$ cat src/mhp_pkg.sv
`default_nettype none

package mhp_pkg;

  //////////////////////////////
  // buffer
  //////////////////////////////

  localparam int BUF_AW = 11;

  // buffer address, also used for frame lengths
  typedef logic [BUF_AW-1:0] buf_addr_t;

  // one client's access to the buffer, all zeros when idle
  typedef struct packed {
    logic       we;
    buf_addr_t  addr;
    logic [7:0] wdata;
  } mem_req_t;

  //////////////////////////////
  // frame header
  //////////////////////////////

  typedef struct packed {
    logic       direction;  // 0 for requests
    logic [6:0] ptype;
  } dtype_t;

  // fields in wire order, first byte in the top bits
  typedef struct packed {
    logic [15:0]        src;
    logic [15:0]        dst;
    logic [15:0]        size;
    dtype_t             dtype;
    logic [7:0]         operand;
    logic signed [15:0] para1;
    logic signed [15:0] para2;
  } mhp_header_t;

  localparam int HDR_LEN = 12;

  // request types
  localparam logic [6:0] TYPE_PING = 7'h01;
  localparam logic [6:0] TYPE_ECHO = 7'h05;
  localparam logic [6:0] TYPE_CALC = 7'h0D;
  localparam int         TYPE_NOREPLY_BIT = 4;

  // reply type bytes
  localparam logic [7:0] RTYPE_PING = 8'h81;
  localparam logic [7:0] RTYPE_ECHO = 8'h85;
  localparam logic [7:0] RTYPE_CALC = 8'h8E;

  // calc operands
  localparam logic [7:0] OP_ADD = 8'h10;
  localparam logic [7:0] OP_SUB = 8'h20;
  localparam logic [7:0] OP_MUL = 8'h30;

endpackage

`default_nettype wire

$ cat src/frame_tx.sv
`default_nettype none

module frame_tx (
  input  logic               i_clk,
  input  logic               i_rst,
  input  logic               i_start,
  input  mhp_pkg::buf_addr_t i_len,
  input  logic               i_wready,
  input  logic [7:0]         i_rdata,
  output mhp_pkg::mem_req_t  o_mem_req,
  output logic [7:0]         o_wdata,
  output logic               o_wvalid,
  output logic               o_done
);
  import mhp_pkg::*;

  typedef enum logic [1:0] {S_IDLE, S_ADDR, S_LOAD, S_SEND} state_t;

  state_t     state;
  buf_addr_t  idx;
  logic [7:0] byte_q;

  assign o_mem_req = '{we: 1'b0, addr: idx, wdata: 8'h00};
  assign o_wdata   = byte_q;
  // byte is held in S_SEND until the sink is ready
  assign o_wvalid  = (state == S_SEND) && i_wready;

  always_ff @(posedge i_clk) begin
    if (i_rst) begin
      state  <= S_IDLE;
      idx    <= '0;
      o_done <= 1'b0;
    end else begin
      o_done <= 1'b0;
      case (state)
        S_IDLE: begin
          if (i_start) begin
            idx   <= '0;
            state <= S_ADDR;
          end
        end
        S_ADDR: state <= S_LOAD;
        S_LOAD: state <= S_SEND;
        S_SEND: begin
          if (i_wready) begin
            if (idx == i_len - 1'b1) begin
              o_done <= 1'b1;
              idx    <= '0;
              state  <= S_IDLE;
            end else begin
              idx   <= idx + 1'b1;
              state <= S_ADDR;
            end
          end
        end
        default: state <= S_IDLE;
      endcase
    end
  end

  always_ff @(posedge i_clk) begin
    if (state == S_LOAD) begin
      byte_q <= i_rdata;
    end
  end

endmodule

`default_nettype wire

$ cat config.mk
export PLATFORM = sky130hd
export DESIGN_NAME = frame_tx
export DESIGN_NICKNAME = d
export VERILOG_FILES = /design/src/mhp_pkg.sv /design/src/frame_tx.sv
export SDC_FILE = /design/constraint.sdc
export NUM_CORES = 1
export LEC_CHECK = 0
export BUFFER_PORTS_ARGS = -buffer_cell sky130_fd_sc_hd__buf_2
export CAP_MARGIN = 0
export CORE_MARGIN = 5
export CORE_UTILIZATION = 45
export CTS_CLUSTER_DIAMETER = 40
export DETAILED_ROUTE_END_ITERATION = 6
export PLACE_DENSITY = 0.8
export SETUP_SLACK_MARGIN = 0.3
export SYNTH_ARGS = -nofsm -noshare
export SYNTH_HDL_FRONTEND = slang
export SYNTH_SLANG_ARGS = --single-unit
$ cat constraint.sdc
create_clock -name i_clk -period 1.8 [get_ports i_clk]
set_input_delay 0.09 -clock i_clk [delete_from_list [all_inputs] [get_ports i_clk]]
set_output_delay 0.09 -clock i_clk [all_outputs]
set_load 0.03 [all_outputs]
# Yosys cells after proc, flatten, opt, wreduce, memory -nomap -nowiden
# Index checks and enable logic that the tools add are counted.
# totals
regBits,22
input_bits,23
output_inout_bits,30
# classes
addsub,2
eq_ne,6
mux,9
bitwise_logic,2
n_reduce_logical,6
# op_table
cell,n
$mux 11,3
$pmux 11 s2,1
$add 11x1->11 const B,1
$eq 11x11->1,1
$sub 11x1->11 const B,1
$pmux 2 s4,1
$eq 2x2->1 const B,2
$mux 2,2
$ne 2x2->1 const B,2
$reduce_and 3->1,1
$reduce_or 3->1,1
$eq 2x1->1 const B,1
$logic_not 2->1,1
$mux 1,2
$not 1->1,2
$reduce_and 2->1,1
$reduce_bool 2->1,1
$logic_and 1x1->1,1

# Logic depth before layout (Yosys ltp)
# Gate-level depths: netlist (run 1).
# depth
depth_word,5
ltp_mapped,8
ltp_nobuf,8

# Least setup slack after synthesis (run 1)
# No wires, ideal clock.
# synth_timing
path_type,register to register
start,register idx[7]
end,register state[0]
arrival_time_ns,1.781
required_ns,1.659
slack_ns,-0.122
stages_incl_launch_ff,7
n_path_buf,0
period_less_slack_ns,1.922
path_cell_list,dfxtp_1 or2_2 a221o_1 o311ai_1 nor2_1 o31ai_4 a221oi_1
# synth_via
elab_chain_len,4
# synth_rtl
element,line_no,rtl
start: declaration,frame_tx.sv:20,buf_addr_t idx;
start signal: assignment,frame_tx.sv:51,idx <= idx + 1'b1;
$eq 11x11->1,frame_tx.sv:46,if (idx == i_len - 1'b1) begin
$mux 1,frame_tx.sv:46,
$mux 2,frame_tx.sv:45,if (i_wready) begin
$pmux 2 s4,frame_tx.sv:35,case (state)
end signal: assignment,frame_tx.sv:39,state <= S_ADDR;
end signal: assignment,frame_tx.sv:43,S_LOAD: state <= S_SEND;
end signal: assignment,frame_tx.sv:49,state <= S_IDLE;
end: declaration,frame_tx.sv:19,state_t state;
# No other way between the ends. The select of a mux whose other input is x is not followed.
# A chain may end at the register's enable or synchronous reset.

# Final worst setup path (run 1)
# layout_timing
start,register state[0]
end,register idx[7]
# layout_via
elab_chain_len,3
elab_cells_between_ends,7
classes_between,3 x eq/ne; 1 x mux; 3 x reduce/logical
# layout_rtl
element,line_no,rtl
start signal: assignment,frame_tx.sv:30,state <= S_IDLE;
start signal: assignment,frame_tx.sv:39,
start signal: assignment,frame_tx.sv:42,S_ADDR: state <= S_LOAD;
$eq 2x2->1 / $logic_not 2->1 (equally long branches),frame_tx.sv:35,
$ne 2x2->1 (no source line) / $reduce_bool 2->1 (equally long branches),n/a,
$reduce_and 3->1 (no source line),n/a,
# Parallel ways exist; a longest one is shown, timed or not.

==> results of run 1 <==
registers in the layout, indices dropped and copies added (netlist names):
signal / cells
state: 2
o_wdata: 8
o_done: 1
idx: 11
cell families after synthesis:
logic type,share of synthesized area
other cells,0.00243
buf+inv,0.0843
mux,0.00729
fa+ha+maj,0.0486
flops,0.337
compound gates,0.130
xor+xnor,0.102
simple gates,0.288
final timing paths:
kind	cells after the start	from	slack [ns]	endpoint
setup / recovery	10	state[0]	-0.06	idx[7]
hold / removal	3	i_wready	0.16	o_done
setup reg to reg	10	state[0]	-0.06	idx[7]
hold reg to reg	2	idx[1]	0.54	idx[1]
final cells by class:
| type | count | area [µm²] | share of cell area |
|---|---|---|---|
| Clock buffer | 3 | 22.5 | 0.00940 |
| Sequential cell | 22 | 549 | 0.229 |
| Inverter | 6 | 40.0 | 0.0167 |
| Timing Repair Buffer | 84 | 566 | 0.236 |
| Multi-Input combinational cell | 125 | 1130 | 0.472 |
| Tap cell | 46 | 57.6 | 0.0240 |
| Clock inverter | 1 | 30.0 | 0.0125 |
worst max-delay path, stage by stage, from the launching register on:
cell and delay (ns):
dfxtp_2 0.37, inv_2 0.06, ha_4 0.17, nand2b_4 0.06, o211a_1 0.16, buf_4 0.13
buf_4 0.11, nand3_2 0.08, or3_1 0.37, xnor2_1 0.13, a211oi_1 0.15
stage by stage:
stage / cell area, µm² / hold slack [ns] / utilization
CTS: 2230 / 0.151 / 0.669
global placement: 2030 / 0.267 / 0.607
floorplan: 1650 / 0.189 / -
detailed placement: 2030 / 0.269 / 0.607
finish: 2390 / 0.158 / 0.718
global route: 2390 / 0.157 / 0.718
layer usage:
metal	share of wire	routed length, µm
met5	0	0
met3	0.058	254
met2	0.52	2290
met4	0.014	60
met1	0.40	1770
power groups by stage:
stage / sequential (µW) / clock (µW) / combinational, µW
after detailed placement: 639 / 0 / 729
after global placement: 635 / 0 / 701
after floorplan: 718 / 0 / 387
after global routing: 628 / 407 / 1090
final: 623 / 374 / 1020
after CTS: 627 / 386 / 825
cell usage after synthesis (2+ instances only):
cell type / instances
a211oi_1: 7
nand2_1: 9
o32ai_1: 2
buf_4: 9
and3_1: 2
nor3_1: 6
xor2_1: 4
buf_6: 2
inv_1: 6
nand3_1: 3
o21ai_0: 3
nor2_1: 9
nand2b_1: 2
edfxtp_1: 8
and2_1: 2
or3_1: 3
nand3b_1: 7
nor3b_1: 4
xnor2_1: 14
a31oi_1: 2
nor2b_1: 4
dfxtp_1: 14
o21ai_1: 2
ha_1: 6
nand4_1: 4
repair_timing:
item,4_1_cts,5_1_grt
hold buffers,8,0
pin swaps,8,11
setup buffers,2,3
gates resized for setup,12,25
endpoints found under the setup margin,13,13
endpoints found under the hold margin,8,0
==> metrics.yaml, run 1 <==
power:
  internal_power_uw: 1280
  cellPowerDensity_nw_per_um2: 843
  p_switching_uw: 740
  pwr-share-clk: 0.185
  seqPwrFrac: 0.309
  cellLeakagePower_uw: 0.000966
  power_uw: 2020
  switching_share: 0.367
  vdd_drop_max_v: 0.000850
  power_frac_comb: 0.506
global_routing:
  grt_pass1_wl_mm: 6.40
  grt_pass1_vias: 1375
  grt_use_met1: 0.222
  grt_use_total: 0.181
  grt_max_degree: 21
  antenna_found_initial: 0
  use_met3: 0.0389
  grt-busiest-layer: "met2"
  use_met2: 0.328
  overflow: 0
yosys:
  ys.flop_type: "dfxtp_1"
  synthArstFlopShare: 0
  netlist_instances: 159
  ys_types: 50
  ys_top_cells_by_area: "dfxtp_1, edfxtp_1, xnor2_1"
  synth_edf_count: 8
  yosysTopAreaCellShare: 0.182
  syn_area_per_cell_um2: 9.71
  ys_ff_latch: 22
  ys_seq_area_frac: 0.337
  yosys_warnings: 0
  synth_top_cell_by_area: "dfxtp_1"
  syn_area_um2: 1540
sta:
  finalSetupViolCount: 2
  tightestPinTransition_ns: 0.492
  max_freq_ghz: 0.538
  hold_viol: 0
  period_minus_slack_ns: 1.86
  period_share: 1.03
  finalSetupTns_ns: -0.0771
  rsz0062_at_grt: "true"
  fin_skew_ns: 0.0112
  max_slew_margin: 0.670
  slew_violations: 0
  setup_ws_ns: -0.0575
layout:
  drive_gt1_frac: 0.539
  layout_common_cells: "buf_2, buf_4, xnor2_1, nand2_1, conb_1"
  post_layout_nonfiller_instances: 287
  mostFrequentLayoutCell: "buf_2"
  area_growth_pct: 55.1
  fill_cells: 256
  n_antenna_cell: 0
  final_nets: 271
routing:
  num_vias: 1483
  routedWlPerCell_um: 15.3
  drtPass1Iterations: 4
  vias_per_cell: 5.17
  dr.first_iter.drc_count: 73
  drc: 0
  drt-total-wl_mm: 4.38
  ant_nets: 0
status:
  outcome: "finished with violations"
  violations: "negative setup slack"
clock_network:
  cts_buffer_depth: 2
  cts_tree: "done"
  h-tree-depth: 1
  cts.sinks: 22
  cts_buffers: 3
  clkTransAtPathRegs_ns: 0.13
  clock_latency_ns: 0.31
  cts_root_buffer: "clkbuf_4"
placed_design:
  placed_cells: 270
  place_ws_ns: -0.208
  dp_hpwl_mm: 2.98
  gp_congestion: 0.788
  portBuffers: 43
worst_setup_path:
  crit_arrival_ns: 2.08
  crit_fanout: 3
  crit_required_ns: 2.02
  startpoint_type: "register"
  cp-end-kind: "register"
  crit_type: "reg -> reg"
floorplan:
  die_area_um2: 4700
  rows: 21
  die-width_um: 68.6
  start_util: 0.463
  die_y_um: 68.6
  io_pins: 53
  coreArea_um2: 3340
worst_hold_path:
  hp-class: "in -> reg"
flow_run:
  drv_cap: 0
No activity file was read; power rests on OpenSTA's default activity.
==> inputs of run 2 (changes only) <==
--- a/config.mk
+++ b/config.mk
@@ -5,6 +5,7 @@
 export SDC_FILE = /design/constraint.sdc
 export NUM_CORES = 1
 export LEC_CHECK = 0
+export ABC_AREA = 1
 export BUFFER_PORTS_ARGS = -buffer_cell sky130_fd_sc_hd__buf_2
 export CAP_MARGIN = 0
 export CORE_MARGIN = 5
==> run 2 against run 1 <==
The flow now finishes without violations. First-iteration DRC count shrank 8.2%. Die area up 0.41%. Sequential share of layout area up 1.8 points. Setup slack better by 0.18 ns. Core utilization is 5.1 points lower. Via count up 6.3%. Routed wire length shrank 11%. Critical path type unchanged. Critical endpoint is now idx[10]. Largest cell class unchanged. Highest routed layer unchanged.
==> metrics.yaml, run 2 <==
power:
  cellPowerDensity_nw_per_um2: 836  # -0.74%
  vdd_drop_max_v: 0.000753  # -11%
  cellLeakagePower_uw: 0.00111  # +15%
worst_setup_path:
  slowest_delay_ns: 0.40  # +0.03 ns
  startpoint_type: "register"
  crit_fanout: 3  # unchanged
  cp_top_family: "simple AND/OR/NAND/NOR gates"
  path_cells: "inv_4 -> ha_4 -> nand2_4 -> nand2_4 -> nor2_4 -> nand4_4 -> nor2_4 -> nand3_2 -> nor2_4 -> nand4_1 -> nand3_1 -> nor2_1"
  crit_required_ns: 2.01  # about the same
  cp-end-kind: "register"
  crit_buf_inv: 1  # -2
  crit_type: "reg -> reg"
  crit_path_top_delay_cell: "dfxtp_4"
  r2r_slack_ns: 0.12  # +0.18 ns
  crit_arrival_ns: 1.89  # -0.19 ns
  cp_common_cell: "nor2_4"
routing:
  dr.first_iter.drc_count: 67  # -8.2%
  num_vias: 1576  # +6.3%
  drc: 0  # unchanged
  drt-total-wl_mm: 3.91  # -11%
  ant_nets: 0  # unchanged
  routedWlPerCell_um: 11.6  # -24%
  vias_per_cell: 4.66  # -9.8%
  drtPass1Iterations: 4  # unchanged
floorplan:
  die_y_um: 68.7  # +0.20%
  die_area_um2: 4720  # +0.41%
  die-width_um: 68.7  # +0.20%
  coreArea_um2: 3340  # unchanged
  start_util: 0.465  # +0.00225
  io_pins: 53  # unchanged
  rows: 21  # unchanged
layout:
  final_area_um2: 2220  # -7.1%
  drive_gt1_frac: 0.384  # -0.156
  layout_common_cells: "nand2_1, buf_2, inv_1, nor2_1, buf_4"
  largest-register: "idx"
  area_growth_pct: 43.4
  n_antenna_cell: 0  # unchanged
  mostFrequentLayoutCell: "nand2_1"
  largest_register_ffs: 11  # unchanged
  final_nets: 322  # +19%
sta:
  finalSetupTns_ns: 0  # +0.0771 ns
  rsz0062_at_grt: "true"
  hold_viol: 0  # unchanged
  finalSetupViolCount: 0  # -2
  slew_violations: 0  # unchanged
  period_minus_slack_ns: 1.68  # -0.179 ns
  fin_skew_ns: 0.00248  # -0.00872 ns
  max_freq_ghz: 0.596  # +11%
  period_share: 0.933  # -0.0992
clock_network:
  cts_buffer_depth: 2  # unchanged
  h-tree-depth: 1  # unchanged
  cts_buffers: 3  # unchanged
  cts_root_buffer: "clkbuf_4"
  clkTransAtPathRegs_ns: 0.12  # about the same
  clock_latency_ns: 0.30  # about the same
  cts.sinks: 22  # unchanged
  cts_tree: "done"
global_routing:
  grt_pass1_wl_mm: 5.73  # -11%
  grt_use_total: 0.157  # -0.0238
  antenna_found_initial: 0  # unchanged
  grt_max_degree: 14  # -33%
  overflow: 0  # unchanged
  grt_pass1_vias: 1391  # +1.2%
worst_hold_path:
  hp-class: "in -> reg"
yosys:
  ys_types: 27  # -46%
  netlist_instances: 219  # +38%
  yosys_warnings: 0  # unchanged
  yosysMostFrequentCell: "nand2_1"
  ys_seq_area_frac: 0.335  # -0.00163
  ys.flop_type: "dfxtp_1"
  synthArstFlopShare: 0  # unchanged
  synth_commonest_cells: "nand2_1, inv_1, nor2_1"
  syn_area_um2: 1550  # +0.49%
  syn_area_per_cell_um2: 7.08  # -27%
  synth_top_cell_by_area: "dfxtp_1"
  yosysTopAreaCellShare: 0.181  # -0.000878
  ys_ff_latch: 22  # unchanged
  ys_top_cells_by_area: "dfxtp_1, edfxtp_1, nand2_1"
  synth_edf_count: 8  # unchanged
flow_run:
  drv_cap: 0  # unchanged
placed_design:
  gp_congestion: 0.911  # +16%
  portBuffers: 43  # unchanged
  dp_hpwl_mm: 2.75  # -7.6%
  postPlaceCellArea_um2: 1830  # -9.8%
status:
  outcome: "finished, final reports clean"
-- run 2: what timing repair did --
action	4_1_cts	5_1_grt
hold buffers	9	0
setup buffers	8	7
resized for setup	13	22
setup endpoints to repair	10	11
gates cloned	0	1
endpoints found under the hold margin	11	0
pin swaps	9	18
-- run 2: final cells by class --
class,count,area (µm²)
fill,288,1110
clock buffer,3,22.5
sequential,22,549
clock inverter,1,30.0
tap,46,57.6
timing repair buffer,69,433
inverter,35,141
multi-input combinational,162,991
-- run 2: worst paths after layout --
path | startpoint | to | cells after the start
worst max-delay path | state[0] | idx[10] | 12
worst min-delay path | i_wready | o_done | 3
worst max register to register | state[0] | idx[10] | 12
worst min register to register | idx[10] | idx[10] | 2
-- run 2: per-layer routing --
layer	track usage	share of wire	wire, µm
met1	0.184	0.39	1530
met2	0.297	0.53	2060
met3	0.0178	0.070	275
met4	0.0487	0.011	42
met5	0	0	0
-- run 2: kinds of logic (layout without fill, tap and decap cells) --
logic type               Yosys count  count (layout)  synth area share
AO/OA/AOI/OAI                     11              11            0.0403
adder cells (fa/ha/maj)            6               6            0.0484
other                              1               9           0.00242
flip-flops                        22              22             0.335
AND/OR/NAND/NOR                  122             123             0.372
XOR/XNOR                          13              13            0.0734
buffers and inverters             44             108             0.128
-- run 2: report_power, final --
group          total, µW  switching, µW  leakage (µW)  internal, µW
Sequential           658           52.1      0.000193           606
Clock                368            143     0.0000279           225
Combinational        835            520      0.000885           315
-- run 2: metrics by stage --
| step | cells | utilization | worst slack (ns) | total power [µW] | hold slack, ns |
|---|---|---|---|---|---|
| global route | 338 | 0.667 | 0.00855 | 1970 | 0.0883 |
| global placement | 309 | 0.548 | 0.0464 | 1290 | 0.266 |
| floorplan | 227 | - | 0.128 | 1140 | 0.152 |
| detailed placement | 309 | 0.548 | 0.0138 | 1300 | 0.269 |
| CTS | 330 | 0.625 | 0.127 | 1790 | 0.0629 |
| finish | 338 | 0.667 | 0.121 | 1860 | 0.0684 |
-- run 2: worst min-delay path: cells and delay by family --
| kind | cells | cell delay [ns] |
|---|---|---|
| and+or+nand+nor | 2 | 0.14 |
| buffers and inverters | 1 | 0.10 |
==> inputs of run 3 (changes only) <==
==> constraint.sdc (replaced) <==
create_clock -name i_clk -period 1.8 [get_ports i_clk]
set_input_delay 0 -clock i_clk [delete_from_list [all_inputs] [get_ports i_clk]]
set_output_delay 0 -clock i_clk [all_outputs]
set_load 0.03 [all_outputs]
==> run 3 against run 2 <==
Combinational power is essentially flat. Global-route usage grew 1.3 points. Via count grew 1.7%. Final cell count shrank 1.2%. Cell area shrank 4.0%. Routed wire length grew 4.7%. Non-clock buffer count shrank 4. Power grew 1.1%. Register-to-register slack is essentially flat. Sequential power is essentially flat. Clock skew shrank 0.0016 ns. Critical endpoint is now idx[9].
==> metrics.yaml, run 3 (same netlist as run 2, synthesis figures left out) <==
floorplan:
  start_util: 0.465  # unchanged
  die-width_um: 68.7  # unchanged
  io_pins: 53  # unchanged
  die_y_um: 68.7  # unchanged
  die_area_um2: 4720  # unchanged
  coreArea_um2: 3340  # unchanged
  rows: 21  # unchanged
worst_setup_path:
  slowest_delay_ns: 0.41  # about the same
  crit_buf_inv: 2  # +1
  reg2regPathDepth: 12  # unchanged
  crit_arrival_ns: 1.94  # +0.05 ns
  crit_path_start: "state[0]"
  startpoint_type: "register"
  crit_fanout: 3  # unchanged
  r2r_end: "idx[9]"
  cp-end-kind: "register"
  cp_top_family: "simple AND/OR/NAND/NOR gates"
  crit_type: "reg -> reg"
  r2r_slack_ns: 0.13  # about the same
  path_cells: "inv_4 -> ha_4 -> nand2_4 -> nand2_4 -> nor2_4 -> nand2_1 -> nor2_1 -> nand2_1 -> inv_1 -> nand4_1 -> xor2_1 -> nor2_1"
  endpoint: "idx[9]"
  r2r-start: "state[0]"
  crit_path_top_delay_cell: "dfxtp_4"
  crit_required_ns: 2.06  # +0.05 ns
  cp.depth: 12  # unchanged
routing:
  drt-total-wl_mm: 4.09  # +4.7%
  vias_per_cell: 4.80  # +2.9%
  drtPass1Iterations: 4  # unchanged
  num_vias: 1603  # +1.7%
  ant_nets: 0  # unchanged
  drc: 0  # unchanged
  dr.first_iter.drc_count: 83  # +24%
  routedWlPerCell_um: 12.2  # +5.9%
layout:
  drive_gt1_frac: 0.333  # -0.0502
  fill_cells: 306  # +6.3%
  final_area_um2: 2140  # -4.0%
  largest_register_ffs: 11  # unchanged
  final_nets: 318  # -1.2%
  multi_input_area_um2: 940  # -5.2%
  ff_latch_area_um2: 544  # -0.91%
  layout_common_cells: "nand2_1, buf_2, inv_1, nor2_1, nand3_1"
  largest-register: "idx"
  n_antenna_cell: 0  # unchanged
  mostFrequentLayoutCell: "nand2_1"
  area_growth_pct: 37.7
global_routing:
  use_met3: 0.0259  # +0.00810
  grt_use_total: 0.170  # +0.0127
  grt_max_degree: 14  # unchanged
  grt-busiest-layer: "met2"
  grt_pass1_vias: 1446  # +4.0%
  use_met2: 0.336  # +0.0393
  overflow: 0  # unchanged
  grt_pass1_wl_mm: 6.09  # +6.3%
  grt_use_met1: 0.186  # +0.00225
  antenna_found_initial: 0  # unchanged
sta:
  hold_viol: 0  # unchanged
  max_freq_ghz: 0.598  # +0.35%
  fin_skew_ns: 0.000833  # -0.00164 ns
  hold_slack_ns: 0.219  # +0.151 ns
  period_minus_slack_ns: 1.67  # -0.00594 ns
  slew_violations: 0  # unchanged
  finalSetupViolCount: 0  # unchanged
  rsz0062_at_grt: "true"
  period_share: 0.929  # -0.00330
status:
  outcome: "finished, final reports clean"
clock_network:
  cts_buffers: 3  # unchanged
  cts_root_buffer: "clkbuf_4"
  cts.sinks: 22  # unchanged
  cts_tree: "done"
  h-tree-depth: 1  # unchanged
  clock_latency_ns: 0.31  # about the same
  clkTransAtPathRegs_ns: 0.12  # about the same
  cts_buffer_depth: 2  # unchanged
power:
  vdd_drop_max_v: 0.000719  # -4.5%
  cellPowerDensity_nw_per_um2: 881  # +5.3%
  cellLeakagePower_uw: 0.00106  # -3.9%
placed_design:
  postPlaceCellArea_um2: 1830  # unchanged
  portBuffers: 43  # unchanged
  dp_hpwl_mm: 2.71  # -1.6%
  gp_congestion: 0.890  # -2.3%
flow_run:
  drv_cap: 0  # unchanged
worst_hold_path:
  hp-class: "in -> reg"
  hold_start: "i_start"
## run 3: cell types whose count changed in the layout (fill, tap and decap cells not counted), sizes merged
cell	before	now
buf	60	55
dlygate4sd3	9	10
## run 3: cell type report
cell class,instances,share of cell area
clock inverter,1,0.0141
inverter,35,0.0639
timing repair buffer,65,0.190
tap,46,0.0269
multi-input combinational,162,0.440
clock buffer,3,0.0105
sequential,22,0.255
## run 3: worst min-delay path by stage
| stage | to | slack, ns | cells past startpoint |
|---|---|---|---|
| final | state[1] | 0.22 | 6 |
| after global routing | o_done | 0.22 | 5 |
| after CTS | state[1] | 0.19 | 6 |
| after detailed placement | o_wdata[1] | 0.18 | 1 |
| after global placement | o_wdata[3] | 0.18 | 1 |
| after floorplan | idx[1] | 0.06 | 1 |
## run 3: routing by layer
metal  part of all wire  routed length (µm)  up-vias
li1                   -                   -      811
met2               0.55                2270       41
met4             0.0076                  31        0
met5                  0                   0        -
met1               0.40                1620      747
met3              0.041                 167        4
## run 3: tightest hold or removal path, stage by stage
cell     delay (ns)
buf_2          0.11
inv_1          0.08
nand2_4        0.06
nand2_4        0.06
buf_4          0.12
a21oi_1        0.07
## run 3: metrics by stage
stage          setup TNS [ns]  total power (µW)  utilization  setup slack [ns]  instances
2_1_floorplan               0              1140            -             0.128        227
3_3_place_gp                0              1290        0.548             0.170        309
3_5_place_dp                0              1300        0.548            0.0930        309
4_1_cts                     0              1790        0.618             0.170        328
5_1_grt              -0.00493              1990        0.640          -0.00493        334
6_report                    0              1880        0.640             0.127        334
## run 3: power breakdown
group	switching [µW]	internal (µW)
sequential	52.0	609
clock	157	225
combinational	525	313
## run 3: repair_timing
item,4_1_cts,5_1_grt
endpoints found under the setup margin,11,12
hold buffers,10,0
cloned,0,1
hold endpoints to repair,11,0
gates resized for setup,9,11
pin swaps,9,5
buffers inserted,5,5
