--- src/mhp_pkg.sv ---
`default_nettype none

package mhp_pkg;

  //////////////////////////////
  // buffer
  //////////////////////////////

  localparam int BUF_AW = 11;

  // buffer address, also used for frame lengths
  typedef logic [BUF_AW-1:0] buf_addr_t;

  // one client's access to the buffer, all zeros when idle
  typedef struct packed {
    logic       we;
    buf_addr_t  addr;
    logic [7:0] wdata;
  } mem_req_t;

  //////////////////////////////
  // frame header
  //////////////////////////////

  typedef struct packed {
    logic       direction;  // 0 for requests
    logic [6:0] ptype;
  } dtype_t;

  // fields in wire order, first byte in the top bits
  typedef struct packed {
    logic [15:0]        src;
    logic [15:0]        dst;
    logic [15:0]        size;
    dtype_t             dtype;
    logic [7:0]         operand;
    logic signed [15:0] para1;
    logic signed [15:0] para2;
  } mhp_header_t;

  localparam int HDR_LEN = 12;

  // request types
  localparam logic [6:0] TYPE_PING = 7'h01;
  localparam logic [6:0] TYPE_ECHO = 7'h05;
  localparam logic [6:0] TYPE_CALC = 7'h0D;
  localparam int         TYPE_NOREPLY_BIT = 4;

  // reply type bytes
  localparam logic [7:0] RTYPE_PING = 8'h81;
  localparam logic [7:0] RTYPE_ECHO = 8'h85;
  localparam logic [7:0] RTYPE_CALC = 8'h8E;

  // calc operands
  localparam logic [7:0] OP_ADD = 8'h10;
  localparam logic [7:0] OP_SUB = 8'h20;
  localparam logic [7:0] OP_MUL = 8'h30;

endpackage

`default_nettype wire

--- src/reply_writer.sv ---
`default_nettype none

module reply_writer (
  input  logic                 i_clk,
  input  logic                 i_rst,
  input  logic                 i_start,
  input  mhp_pkg::mhp_header_t i_hdr,
  output mhp_pkg::mem_req_t    o_mem_req,
  output mhp_pkg::buf_addr_t   o_reply_len,
  output logic                 o_done
);
  import mhp_pkg::*;

  typedef enum logic [2:0] {S_IDLE, S_CALC, S_SET, S_WRITE, S_DONE} state_t;

  state_t            state;
  logic [3:0]        idx;
  logic signed [15:0] result;
  logic              is_echo;
  logic              is_calc;
  logic [3:0]        last_idx;
  logic [7:0]        rtype;
  buf_addr_t         reply_len;
  logic [7:0]        reply_byte;

  assign is_echo = (i_hdr.dtype.ptype == TYPE_ECHO);
  assign is_calc = (i_hdr.dtype.ptype == TYPE_CALC);

  //////////////////////////////
  // reply layout
  //////////////////////////////

  // echo keeps the payload, so only its first seven bytes are rewritten
  always_comb begin
    if (is_echo) begin
      last_idx  = 4'd6;
      rtype     = RTYPE_ECHO;
      reply_len = buf_addr_t'(i_hdr.size + 16'd7);
    end else if (is_calc) begin
      last_idx  = 4'd8;
      rtype     = RTYPE_CALC;
      reply_len = buf_addr_t'(9);
    end else begin
      last_idx  = 4'd9;
      rtype     = RTYPE_PING;
      reply_len = buf_addr_t'(10);
    end
  end

  always_comb begin
    case (idx)
      4'd0:    reply_byte = i_hdr.dst[15:8];
      4'd1:    reply_byte = i_hdr.dst[7:0];
      4'd2:    reply_byte = i_hdr.src[15:8];
      4'd3:    reply_byte = i_hdr.src[7:0];
      4'd4:    reply_byte = is_echo ? i_hdr.size[15:8] : 8'h00;
      4'd5:    reply_byte = is_echo ? i_hdr.size[7:0] : (is_calc ? 8'h02 : 8'h01);
      4'd6:    reply_byte = rtype;
      4'd7:    reply_byte = is_calc ? result[15:8] : 8'h00;
      4'd8:    reply_byte = is_calc ? result[7:0] : 8'h00;
      default: reply_byte = 8'h00;
    endcase
  end

  // address and data settle one cycle before the write strobe
  assign o_mem_req = (state == S_SET || state == S_WRITE) ?
                     '{we: (state == S_WRITE), addr: buf_addr_t'(idx), wdata: reply_byte} :
                     '0;

  //////////////////////////////
  // sequencing
  //////////////////////////////

  always_ff @(posedge i_clk) begin
    if (i_rst) begin
      state       <= S_IDLE;
      idx         <= '0;
      o_reply_len <= '0;
      o_done      <= 1'b0;
    end else begin
      o_done <= 1'b0;
      case (state)
        S_IDLE: begin
          if (i_start) begin
            idx   <= '0;
            state <= S_CALC;
          end
        end
        S_CALC:  state <= S_SET;
        S_SET:   state <= S_WRITE;
        S_WRITE: begin
          if (idx == last_idx) begin
            state <= S_DONE;
          end else begin
            idx   <= idx + 1'b1;
            state <= S_SET;
          end
        end
        S_DONE: begin
          o_reply_len <= reply_len;
          o_done      <= 1'b1;
          idx         <= '0;
          state       <= S_IDLE;
        end
        default: state <= S_IDLE;
      endcase
    end
  end

  // low 16 bits of the signed result
  always_ff @(posedge i_clk) begin
    if (state == S_CALC) begin
      case (i_hdr.operand)
        OP_ADD:  result <= i_hdr.para1 + i_hdr.para2;
        OP_SUB:  result <= i_hdr.para1 - i_hdr.para2;
        OP_MUL:  result <= i_hdr.para1 * i_hdr.para2;
        default: result <= '0;
      endcase
    end
  end

endmodule

`default_nettype wire

--- config.mk ---
export PLATFORM = sky130hd
export DESIGN_NAME = reply_writer
export DESIGN_NICKNAME = d
export VERILOG_FILES = /design/src/mhp_pkg.sv /design/src/reply_writer.sv
export SDC_FILE = /design/constraint.sdc
export NUM_CORES = 1
export LEC_CHECK = 0
export ABC_AREA = 0
export BUFFER_PORTS_ARGS = -buffer_cell sky130_fd_sc_hd__clkbuf_2
export CELL_PAD_IN_SITES_DETAIL_PLACEMENT = 0
export CELL_PAD_IN_SITES_GLOBAL_PLACEMENT = 1
export CORE_MARGIN = 10
export CORE_UTILIZATION = 44
export CTS_BUF_LIST = sky130_fd_sc_hd__clkbuf_2
export CTS_CLUSTER_SIZE = 16
export DETAILED_ROUTE_END_ITERATION = 12
export GPL_TIMING_DRIVEN = 0
export PLACE_DENSITY_LB_ADDON = 0.1
export SYNTH_ARGS = -nofsm -noshare
export SYNTH_HDL_FRONTEND = slang
export SYNTH_SLANG_ARGS = --single-unit
--- constraint.sdc ---
create_clock -name i_clk -period 7.8 [get_ports i_clk]
set_clock_uncertainty 0.1 [all_clocks]
set_input_delay 0.78 -clock i_clk [delete_from_list [all_inputs] [get_ports i_clk]]
set_output_delay 0.78 -clock i_clk [all_outputs]
set_load 0.01 [all_outputs]
After elaboration in Yosys (flattened, before gate mapping):

Index checks and enable logic that the tools add are counted.

* output and inout port bits: 32
* logic and storage cells: 56
* input port bits: 99
* flip-flop bits (word level): 35

* equality and inequality tests: 20
* mux-type cells: 21
* add/subtract/negate cells: 4
* multiply operators: 1
* reductions and logical operators: 5

Operators by type and width (count)
* $pmux 8 s9: 1
* $pmux 16 s3: 1
* $mux 8: 4
* $mux 20: 1
* $mux 4: 5
* $add 16x16->16: 1
* $eq 4x3->1 const B: 4
* $eq 8x6->1 const B: 2
* $mul 16x16->16: 1
* $sub 16x16->16: 1
* $pmux 3 s4: 1
* $pmux 4 s3: 1
* $add 11x3->11 const B: 1
* $mux 11: 1
* $eq 4x2->1 const B: 2
* $eq 8x5->1 const B: 1
* $eq 7x3->1 const B: 1
* $eq 7x4->1 const B: 1
* $eq 3x2->1 const B: 2
* $mux 3: 2
* $add 4x1->4 const B: 1
* $eq 4x1->1 const B: 1
* $eq 4x4->1: 1
* $eq 4x4->1 const B: 1
* 10 further kinds: 13

Logic depth before layout (Yosys ltp):

Gate-level depths: netlist (run 1).

* depth after elaboration: 6
* depth in mapped cells: 23
* depth with buffers taken out: 21

Worst setup path before layout (run 1):

OpenSTA, ideal clock, no wires.

* path type: input port to flip-flop
* start point: input port i_hdr[2] in the netlist's numbering
* end point: register result[14] (data pin)
* data arrival time: 5.705 ns
* setup time: 0.274 ns
* stages on the path: 19
* data required time: 7.426 ns
* slack: 1.721 ns
* cell sequence: clkbuf_1 > clkbuf_1 > nand2_1 > fa_1 > fa_1 > fa_1 > fa_1 > inv_1 > fa_1 > inv_1 > fa_1 > inv_1 > ha_1 > a21oi_1 > nor2b_1 > a2111o_1 > a21oi_1 > xor2_1 > o22ai_1

* cells in the longest elaborated chain, start to end: 2
* elaborated cells between the ends (all ways): 4
* classes of those cells: add/sub (2); mul (1); mux (1)

Ends and longest elaborated chain
* from (decl): RTL line reply_writer.sv:7 `input mhp_pkg::mhp_header_t i_hdr,`
* $mul 16x16->16 (tied with other cells): RTL line reply_writer.sv:116 `OP_MUL: result <= i_hdr.para1 * i_hdr.para2;`
* $pmux 16 s3 (*): RTL line reply_writer.sv:113 `case (i_hdr.operand)`
* to (signal assigned): RTL line reply_writer.sv:114 `OP_ADD: result <= i_hdr.para1 + i_hdr.para2;`
* to (signal assigned): RTL line reply_writer.sv:115 `OP_SUB: result <= i_hdr.para1 - i_hdr.para2;`
* to (signal assigned): RTL line reply_writer.sv:116
* to (decl): RTL line reply_writer.sv:18 `logic signed [15:0] result;`

Every way passes the cells marked *; elsewhere a longest branch is shown, timed or not.
A chain may end at the register's enable or synchronous reset.

Worst setup path after layout (run 1):

* start point: input port i_hdr[2] in the netlist's numbering
* end point: register result[15] (data pin)

The elaborated chain is that of the path after synthesis.

==> results of run 1 <==
-- through the flow --
stage	worst slack [ns]	hold WS (ns)	power [mW]	util [%]
2_1_floorplan	1.721	0.3487	1.410	-
5_1_grt	0.9379	0.4353	2.145	50.53
4_1_cts	1.240	0.4059	1.944	50.52
6_report	1.209	0.4026	1.917	50.53
3_5_place_dp	0.8277	0.3840	1.849	50.25
3_3_place_gp	0.8985	0.3810	1.841	50.15
-- sequential cells by signal, indices dropped and copies added, names as in the netlist --
register	cells
o_reply_len	11
o_done	1
idx	4
state	3
result	16
-- how the worst min path moves through the flow --
| stage | to | slack [ns] | depth (start not counted) | start |
|---|---|---|---|---|
| after global placement | state[0] | 0.38 | 1 | state[0] |
| after floorplan | state[0] | 0.35 | 1 | state[0] |
| after detailed placement | state[0] | 0.38 | 1 | state[0] |
| after CTS | state[0] | 0.41 | 1 | state[0] |
| final | state[0] | 0.40 | 1 | state[0] |
| after global routing | state[0] | 0.44 | 1 | state[0] |
-- layout make-up --
type / instances / area, sq um / area share, %
plain buffers: 54 / 237.7 / 2.827
multi-input cells: 692 / 5859 / 69.68
diodes: 1 / 2.502 / 0.02976
inverters: 146 / 548.0 / 6.517
well taps: 220 / 275.3 / 3.273
clock buffers: 5 / 25.02 / 0.2976
repair buffers: 115 / 581.8 / 6.919
flip-flops and latches: 35 / 860.8 / 10.24
clock inverters: 3 / 18.77 / 0.2232
-- layer usage --
layer  share of wire, %  vias to the layer above  track usage, %
met5                  0                        -               0
met4                2.3                        0           5.345
met3                6.5                       27           2.881
met2                 48                      183           33.64
met1                 43                     3100           24.76
li1                   -                     3232               -
-- power by group through the flow --
stage	logic, mW	registers, mW	clock network, mW
after floorplan	1.21	0.205	0
after global placement	1.64	0.206	0
after detailed placement	1.64	0.206	0
after CTS	1.65	0.202	0.0891
after global routing	1.85	0.203	0.0966
final	1.63	0.202	0.0868
-- worst max-delay path, cell delays in order --
cell	delay, ns
clkbuf_1	0.37
clkbuf_1	0.50
nand2_1	0.15
fa_1	0.51
fa_1	0.57
fa_1	0.45
fa_1	0.56
inv_1	0.05
fa_1	0.48
inv_1	0.05
fa_1	0.47
inv_1	0.04
ha_1	0.33
a21oi_1	0.21
nor2b_1	0.09
a211oi_1	0.39
o21ai_0	0.20
xnor2_1	0.24
o22ai_1	0.11
-- cells by family after synthesis --
family	share of synthesized area [%]
adders and majority gates	35.30
other	0.05014
buffers and inverters	10.51
AOI/OAI and AO/OA	13.10
DFF	11.51
xor gates and xnor gates	9.821
and+or+nand+nor	19.57
muxes	0.1339
-- placed cells by master, fill, tap and decap left out, drive strengths merged, types with 2 or more instances in the layout --
| cell | n |
|---|---|
| or2 | 5 |
| a221oi | 8 |
| o21a | 7 |
| o31ai | 3 |
| nor3b | 2 |
| nand4 | 3 |
| fa | 80 |
| xor2 | 34 |
| a22oi | 13 |
| nor3 | 21 |
| clkbuf | 163 |
| and2 | 74 |
| nor4 | 4 |
| dfxtp | 19 |
| o2111a | 2 |
| a22o | 13 |
| nand3 | 9 |
| and3 | 3 |
| inv | 147 |
| a21oi | 36 |
| o41ai | 4 |
| buf | 11 |
| o21ai | 12 |
| conb | 7 |
| a21o | 4 |
| a211oi | 4 |
| nand2 | 105 |
| xnor2 | 49 |
| nand2b | 8 |
| edfxtp | 16 |
| nor2b | 9 |
| or3 | 3 |
| ha | 83 |
| o22ai | 32 |
| or4 | 2 |
| nor2 | 45 |
==> metrics.md, run 1 <==
| Metric | Value |
|---|---|
| Status | `complete, no violations` |
| Routed wire length | `22.23 mm` |
| Slew Viols, Final | `0` |
| Hold Path Class | `reg2reg` |
| Core ar. | `16640 sq um` |
| CTS Root Cell | `clkbuf_2` |
| Synthesis warning total | `0` |
| Fin nets | `1311` |
| Area grow syn2layout | `12.45%` |
| Synth top area share | `about 21%` |
| Share of cells above drive strength 1 | `13.90%` |
| TNS Setup | `0 ns` |
| Post-synthesis cell area | `7478 sq um` |
| Placer Congestion | `0.8756` |
| Synth Instances | `921` |
| P_int | `0.9194 mW` |
| Layout fillers | `around 1700` |
| FF-to-FF setup slack | `5.66 ns` |
| Die Ht | `150.4 um` |
| DIE WIDTH | `150.4 um` |
| DRC | `0` |
| CP Max Fanout | `10` |
| Final setup viols | `0` |
| CP Data Required Time | `slightly below 8 ns` |
| Net Sw Frac | `52.05%` |
| Crit share post-route | `84.50%` |
| Final Hold Viols | `0` |
| CP Launch Type | `input pin` |
| Worst skew pair latency | `0.39 ns` |
| TritonCTS clock tree | `built` |
| Clock power frac | `4.5%` |
| Port buffer count | `114` |
| H-tree depth | `2` |
| Dpl cell area | `8363 sq um` |
| Die area | `22610 sq um` |
| Combinational group share of total power | `about 85%` |
| Routed WL per cell | `17.49 um` |
| Post-DR vias/cell | `5.147` |
| Post-synthesis sequential area ratio | `11.51%` |
| Sw Pwr | `approximately 1 mW` |
| Max-cap violation count | `0` |
| Worst setup EP type | `flop` |
| DRT Pass-1 Iters | `4` |
| Clock Path Buffers | `2` |
| Most numerous cell in the Yosys netlist | `inv_1` |
| Initial cell density of the core | `44.94%` |
| Non-filler cells, final | `around 1300` |
| Worst Path Class, Setup | `in2reg` |
| Vias in the first global route | `6768` |
| Placed Cells incl. Taps | `1262` |
| GRT overflow | `0` |
| Antenna violations before repair | `1` |
| Post-DP HPWL | `19.07 mm` |
| Largest net degree at the start of global routing | `15` |
| Area leader, netlist | `fa_1` |
| R2R depth | `8` |
| Vias | `6542` |
| Sink Count | `35` |
| Worst-margin pin slew | `0.7549 ns` |
| Data arrival, critical path | `about 6.6 ns` |
| Post-CTS Repair Setup Buffers | `0` |
| I/O pin count | `about 130` |
| Fin crit period | `between 6 and 7 ns` |
| Peak supply drop | `191.7 uV` |
| FP Rows | `47` |
| Post-synth EDFFs | `16` |
| Sequential share of power | `10.5%` |
| Ys flop type | `dfxtp_1` |
| Clock-pin slew on the worst setup and hold paths | `0.21 ns` |
| FF-to-FF End | `idx[3]` |
| Leak | `4.049 nW` |
| Pwr dens | `~230 nW/um^2` |
| Distinct cells, synth | `53` |
| Synth top area cells | `fa_1, ha_1, inv_1` |
| Worst setup startpoint | `i_hdr[2]` |
| Highest Clock Rate | `151.7 MHz` |
| Top post-synthesis cells by count | `inv_1, nand2_1, ha_1` |
| First-pass GRT wire length | `about 35 mm` |
| RSZ-0062 raised after global routing | `no` |
| Reg2reg start | `idx[0]` |
| Post-cts resize count | `0` |
| Hold buffers post-CTS | `0` |
| Synth Register Bits | `35` |
| TritonCTS buffer count | `5` |
| FFs w/ async S/R, synth | `0%` |
| Detail Route Antenna Nets | `0` |
| Critical Path End | `result[15]` |
| Final Cell Area | `8409 sq um` |
| Slew headroom | `roughly half` |
| Avg Inst Size Synth | `8.120 sq um` |
| GRT Overall Usage | `19.50%` |
| Starting DRT DRC Count | `between 200 and 300` |
Note: power is estimated with default switching activity, not from simulation.
==> run 2: changes to the inputs <==
ABC_AREA = 1   (was 0)
CORE_UTILIZATION = 42   (was 44)
clock period = 6.3 ns   (was 7.8 ns; I/O delays follow)
==> metrics.md, run 2 <==
| Metric | Value |
|---|---|
| Clock-pin slew on the worst setup and hold paths | `0.19 ns` |
| Die Ht | `158.8 um` |
| Worst Path Class, Setup | `in2reg` |
| RSZ-0062 raised after global routing | `no` |
| Post-CTS Repair Setup Buffers | `0` |
| Starting DRT DRC Count | `572` |
| Post-synthesis cell area | `8087 sq um` |
| Sw Pwr | `1.344 mW` |
| Startpoint of the worst hold path | `o_reply_len[2]` |
| CP Max Fanout | `10` |
| Routed WL per cell | `approximately 16 um` |
| Post-synthesis sequential area ratio | `10.65%` |
| Max reg flops | `16` |
| Highest Clock Rate | `162.3 MHz` |
| Initial cell density of the core | `42.94%` |
| DRT Pass-1 Iters | `4` |
| Detail Route Antenna Nets | `0` |
| Worst skew pair latency | `~0.4 ns` |
| DIE WIDTH | `158.8 um` |
| Avg Inst Size Synth | `between 6 and 7 sq um` |
| Area grow syn2layout | `12.16%` |
| P_int | `1.004 mW` |
| Combinational group share of total power | `between 80% and 90%` |
| Top Registers | `result (16), o_reply_len (11), idx (4)` |
| Area leader, netlist | `fa_1` |
| Power, Total | `2.348 mW` |
| Slew Viols, Final | `0` |
| Synth Instances | `1225` |
| CP Data Required Time | `roughly 6.4 ns` |
| CP bufs+invs | `5` |
| Hold buffers post-CTS | `0` |
| FFs w/ async S/R, synth | `0%` |
| Placer Congestion | `0.9089` |
| Vias in the first global route | `7498` |
| Ys flop type | `dfxtp_1` |
| Leak | `5.343 nW` |
| CP Launch Type | `input pin` |
| Distinct cells, synth | `58` |
| Clock power frac | `4.7%` |
| Top cell by count, worst path | `fa_1` |
| Post-DR vias/cell | `4.830` |
| Clock Path Buffers | `2` |
| Port buffer count | `115` |
| Inserted Diodes | `0` |
| Synth top area share | `19.81%` |
| Final setup viols | `0` |
| Non-filler cells, final | `1614` |
| H-tree depth | `2` |
| Peak supply drop | `239.9 uV` |
| Fin nets | `1615` |
| Synth top area cells | `fa_1, nand2_1, inv_1` |
| Worst hold stages | `2` |
| Post-synth EDFFs | `16` |
| Hold EP | `o_reply_len[2]` |
| Worst path slowest cell | `o311ai_2` |
| Reg2reg start | `state[2]` |
| Final Hold Viols | `0` |
| FF-to-FF setup slack | `between 4 and 5 ns` |
| Data arrival, critical path | `about 6.2 ns` |
| Biggest register | `result` |
| Hold Path Class | `reg2reg` |
| Routed wire length | `25.48 mm` |
| Fin crit period | `around 6.2 ns` |
| Status | `complete, no violations` |
| DRC | `0` |
| FF-to-FF End | `o_reply_len[1]` |
| Post-DP HPWL | `21.78 mm` |
| Antenna violations before repair | `0` |
| Sequential share of power | `10.7%` |
| Pwr dens | `258.9 nW/um^2` |
| Sink Count | `35` |
| Worst path max stage delay | `0.64 ns` |
| R2R depth | `6` |
| Net Sw Frac | `57.25%` |
| Top post-synthesis cells by count | `nand2_1, inv_1, ha_1` |
| Post-cts resize count | `2` |
| Most frequent cells in the layout | `nand2_1, inv_1, clkbuf_2` |
| Synthesis warning total | `0` |
| Max-cap violation count | `0` |
| Worst setup EP type | `flop` |
| Most common cell after layout, fill and taps aside | `nand2_1` |
| CTS Root Cell | `clkbuf_2` |
| Cell family with most CP delay | `adder cells` |
| Synth Register Bits | `35` |
| Die area | `around 25000 sq um` |
| Vias | `between 7000 and 8000` |
| First-pass GRT wire length | `40.70 mm` |
| CP Cell Sequence | `buf_2 -> buf_1 -> nand2_1 -> fa_1 -> fa_1 -> inv_1 -> fa_1 -> fa_1 -> fa_1 -> inv_1 -> fa_1 -> inv_1 -> ha_1 -> nand4_1 -> o311ai_2 -> nand3_1 -> nand3_1 -> nand2_1` |
| Largest net degree at the start of global routing | `13` |
| Core ar. | `18830 sq um` |
| TritonCTS buffer count | `5` |
| Slew headroom | `roughly a third` |
| FP Rows | `50` |
| Worst-margin pin slew | `1.012 ns` |
| Crit share post-route | `97.81%` |
| Share of cells above drive strength 1 | `12.56%` |
| Placed Cells incl. Taps | `about 1600` |
| GRT Overall Usage | `just under 20%` |
| Most numerous cell in the Yosys netlist | `nand2_1` |
| GRT overflow | `0` |
| I/O pin count | `131` |
| TritonCTS clock tree | `built` |
==> run 2: layer usage <==
metal / track usage [%] / part of all wire (%) / up-vias
met5: 0 / 0 / -
met4: 2.721 / 0.90 / 0
met3: 2.995 / 5.4 / 15
met2: 30.73 / 44 / 202
met1: 29.01 / 49 / 3601
li1: - / - / 3978
==> run 2: cells by family after synthesis <==
kind of cell    after synthesis  share of synthesized area (%)
flops                        35                          10.65
simple gates                494                          25.98
compound gates              148                          11.00
xor+xnor                     20                          2.166
buf+inv                     364                          17.51
other cells                   1                        0.04637
fa+ha+maj                   163                          32.65
==> run 2: worst max-delay path by stage <==
stage | from | to | depth (start not counted)
4_1_cts | i_hdr[17] | result[15] | 19
3_3_place_gp | i_hdr[17] | result[15] | 19
6_report | i_hdr[2] | result[15] | 18
5_1_grt | i_hdr[2] | result[15] | 18
2_1_floorplan | i_hdr[1] | result[15] | 18
3_5_place_dp | i_hdr[17] | result[15] | 19
==> run 2: cell type report <==
cell class / count / area [sq um]
fillers: 2042 / 9761
inverters: 323 / 1212
clock buffers: 6 / 30.03
multi-input cells: 832 / 5844
well taps: 260 / 325.3
repair buffers: 116 / 583.1
clock inverters: 2 / 12.51
plain buffers: 40 / 201.4
flip-flops and latches: 35 / 860.8
==> run 2: power groups by stage <==
stage               clock network, mW  registers [mW]  logic (mW)
floorplan                           0           0.254        1.39
global route                    0.128           0.252        2.30
global placement                    0           0.255        1.93
CTS                             0.118           0.250        1.98
finish                          0.111           0.250        1.99
detailed placement                  0           0.255        1.94
==> run 2: worst min-delay path: stages, from the launching register on <==
cell,delay [ns]
dfxtp_1,0.35
nand2_1,0.06
a21oi_1,0.05
==> run 2: metrics by stage <==
| step | setup TNS [ns] | cell area, sq um | worst slack [ns] | hold WS, ns | utilization [%] |
|---|---|---|---|---|---|
| after CTS | 0 | 9072 | 0.03113 | 0.3647 | 48.18 |
| after global routing | 0 | 9070 | 0.003970 | 0.3303 | 48.17 |
| after global placement | -1.131 | 9010 | -1.040 | 0.3554 | 47.85 |
| final | 0 | 9070 | 0.1377 | 0.3811 | 48.17 |
| after floorplan | 0 | 8109 | 0.5943 | 0.3773 | - |
| after detailed placement | -1.314 | 9022 | -1.042 | 0.3580 | 47.91 |
==> run 3: changes to the inputs <==
clock period = 5.75 ns   (was 6.3 ns; I/O delays follow)
==> metrics.md, run 3 (same netlist as run 2, synthesis figures left out) <==
| Metric | Value |
|---|---|
| Die Ht | `158.8 um` |
| Worst hold stages | `2` |
| Data arrival, critical path | `approximately 5.6 ns` |
| FP Rows | `50` |
| Max reg flops | `16` |
| Clock-pin slew on the worst setup and hold paths | `0.19 ns` |
| GRT Overall Usage | `19.50%` |
| Highest Clock Rate | `180.3 MHz` |
| CP Launch Type | `input pin` |
| Layout fillers | `2037` |
| Leak | `5.360 nW` |
| Worst skew pair latency | `0.40 ns` |
| R2R depth | `6` |
| Area grow syn2layout | `11.76%` |
| Placer Congestion | `0.9089` |
| Antenna violations before repair | `0` |
| Hold Path Class | `in2reg` |
| Vias | `7653` |
| Most common cell after layout, fill and taps aside | `nand2_1` |
| Fin crit period | `5.545 ns` |
| Vias in the first global route | `~7400` |
| TritonCTS buffer count | `5` |
| Worst setup EP type | `flop` |
| Max-cap violation count | `0` |
| Top Registers | `result (16), o_reply_len (11), idx (4)` |
| Routed WL per cell | `approximately 16 um` |
| Worst-margin pin slew | `1.004 ns` |
| GRT overflow | `0` |
| DRT Pass-1 Iters | `5` |
| Peak supply drop | `262.2 uV` |
| CTS Root Cell | `clkbuf_2` |
| Final setup viols | `0` |
| DRC | `0` |
| Post-DR vias/cell | `4.777` |
| Multi-input gate area | `5854 sq um` |
| H-tree depth | `2` |
| Slew headroom | `approximately a third` |
| Status | `complete, no violations` |
| Worst Path Class, Setup | `in2reg` |
| Sink Count | `35` |
| CP Max Fanout | `10` |
| Detail Route Antenna Nets | `0` |
| RSZ-0062 raised after global routing | `no` |
| Port buffer count | `115` |
| Fin nets | `1603` |
| Core ar. | `18830 sq um` |
| Slew Viols, Final | `0` |
| Register area | `~860 sq um` |
| Largest net degree at the start of global routing | `20` |
| Power, Total | `2.593 mW` |
| Die area | `25200 sq um` |
| Pwr dens | `287.0 nW/um^2` |
| Share of cells above drive strength 1 | `12.67%` |
| Placement Setup Slack | `-1.537 ns` |
| CP Data Required Time | `5.82 ns` |
| TritonCTS clock tree | `built` |
| Final worst slack | `roughly 0.20 ns` |
| Final Hold Viols | `0` |
| Initial cell density of the core | `42.94%` |
| Most frequent cells in the layout | `nand2_1, inv_1, clkbuf_2` |
| Inserted Diodes | `0` |
| Starting DRT DRC Count | `474` |
| Crit share post-route | `~96%` |
| DIE WIDTH | `roughly 160 um` |
| I/O pin count | `131` |
| Clock Path Buffers | `2` |
| Global routing's busiest layer | `met2` |
| M1 GR Usage | `28.18%` |
| M3 GR Usage | `3.021%` |
| First-pass GRT wire length | `40.19 mm` |
| Met2 usage | `30.62%` |
| Post-CTS Repair Setup Buffers | `0` |
| Post-DP HPWL | `21.78 mm` |
| Biggest register | `result` |
| Routed wire length | `around 25 mm` |
run 3: cell count changes in the layout (fill, tap and decap cells not counted):
cell      delta
o311ai_4     +1
buf_1        -3
buf_2        -1
clkbuf_4     +1
o311ai_2     -1
clkbuf_1     -9
run 3: path summary, 6_finish.rpt:
check                                       to            from  slack [ns]
worst min-delay path                    idx[3]           i_rst        0.34
worst max register to register  o_reply_len[1]        state[2]        3.85
worst max-delay path                result[15]       i_hdr[17]        0.20
worst min register to register  o_reply_len[2]  o_reply_len[2]        0.38
run 3: per-layer routing:
| layer | share of wire, % | wire, um |
|---|---|---|
| met1 | 50 | 12350 |
| met2 | 45 | 11190 |
| met3 | 4.6 | 1148 |
| met4 | 0.67 | 167 |
| met5 | 0 | 0 |
run 3: where the power goes:
group | switching [mW] | internal (mW) | total, mW
logic | 1.38 | 0.816 | 2.20
registers | 0.00411 | 0.270 | 0.274
clock network | 0.0910 | 0.0310 | 0.122
run 3: repair_timing:
action | in CTS | in global routing
cloned | 0 | 0
endpoints found under the setup margin | 4 | 3
pin swaps | 0 | 1
hold buffers | 0 | 0
resized for setup | 4 | 1
run 3: worst max-delay path: stages:
cell and delay, ns:
clkbuf_2 0.23, clkbuf_2 0.35, nand2_1 0.11, fa_1 0.39, fa_1 0.49, inv_1 0.06, fa_1 0.52, fa_1 0.50
inv_1 0.05, fa_1 0.45, fa_1 0.52, inv_1 0.06, ha_1 0.39, nand4_1 0.21, o311ai_4 0.42, nand3_1 0.12
nand3_1 0.10, nand2_1 0.06
run 3: stage by stage:
stage | std cells | TNS, ns | utilization, % | cell area, sq um | hold WS (ns)
6_report | 1602 | 0 | 47.99 | 9037 | 0.3380
5_1_grt | 1602 | 0 | 47.99 | 9037 | 0.2753
4_1_cts | 1604 | 0 | 48.02 | 9042 | 0.3097
3_5_place_dp | 1607 | -3.810 | 47.91 | 9022 | 0.3580
3_3_place_gp | 1606 | -3.494 | 47.85 | 9010 | 0.3554
2_1_floorplan | 1231 | 0 | - | 8109 | 0.3773
run 3: area by class of cell:
class	count	area share (%)
buffer	28	1.758
sequential	35	9.525
multi-input combinational	832	64.78
inverter	323	13.42
timing repair buffer	116	6.452
clock inverter	2	0.1384
clock buffer	6	0.3323
tap	260	3.600
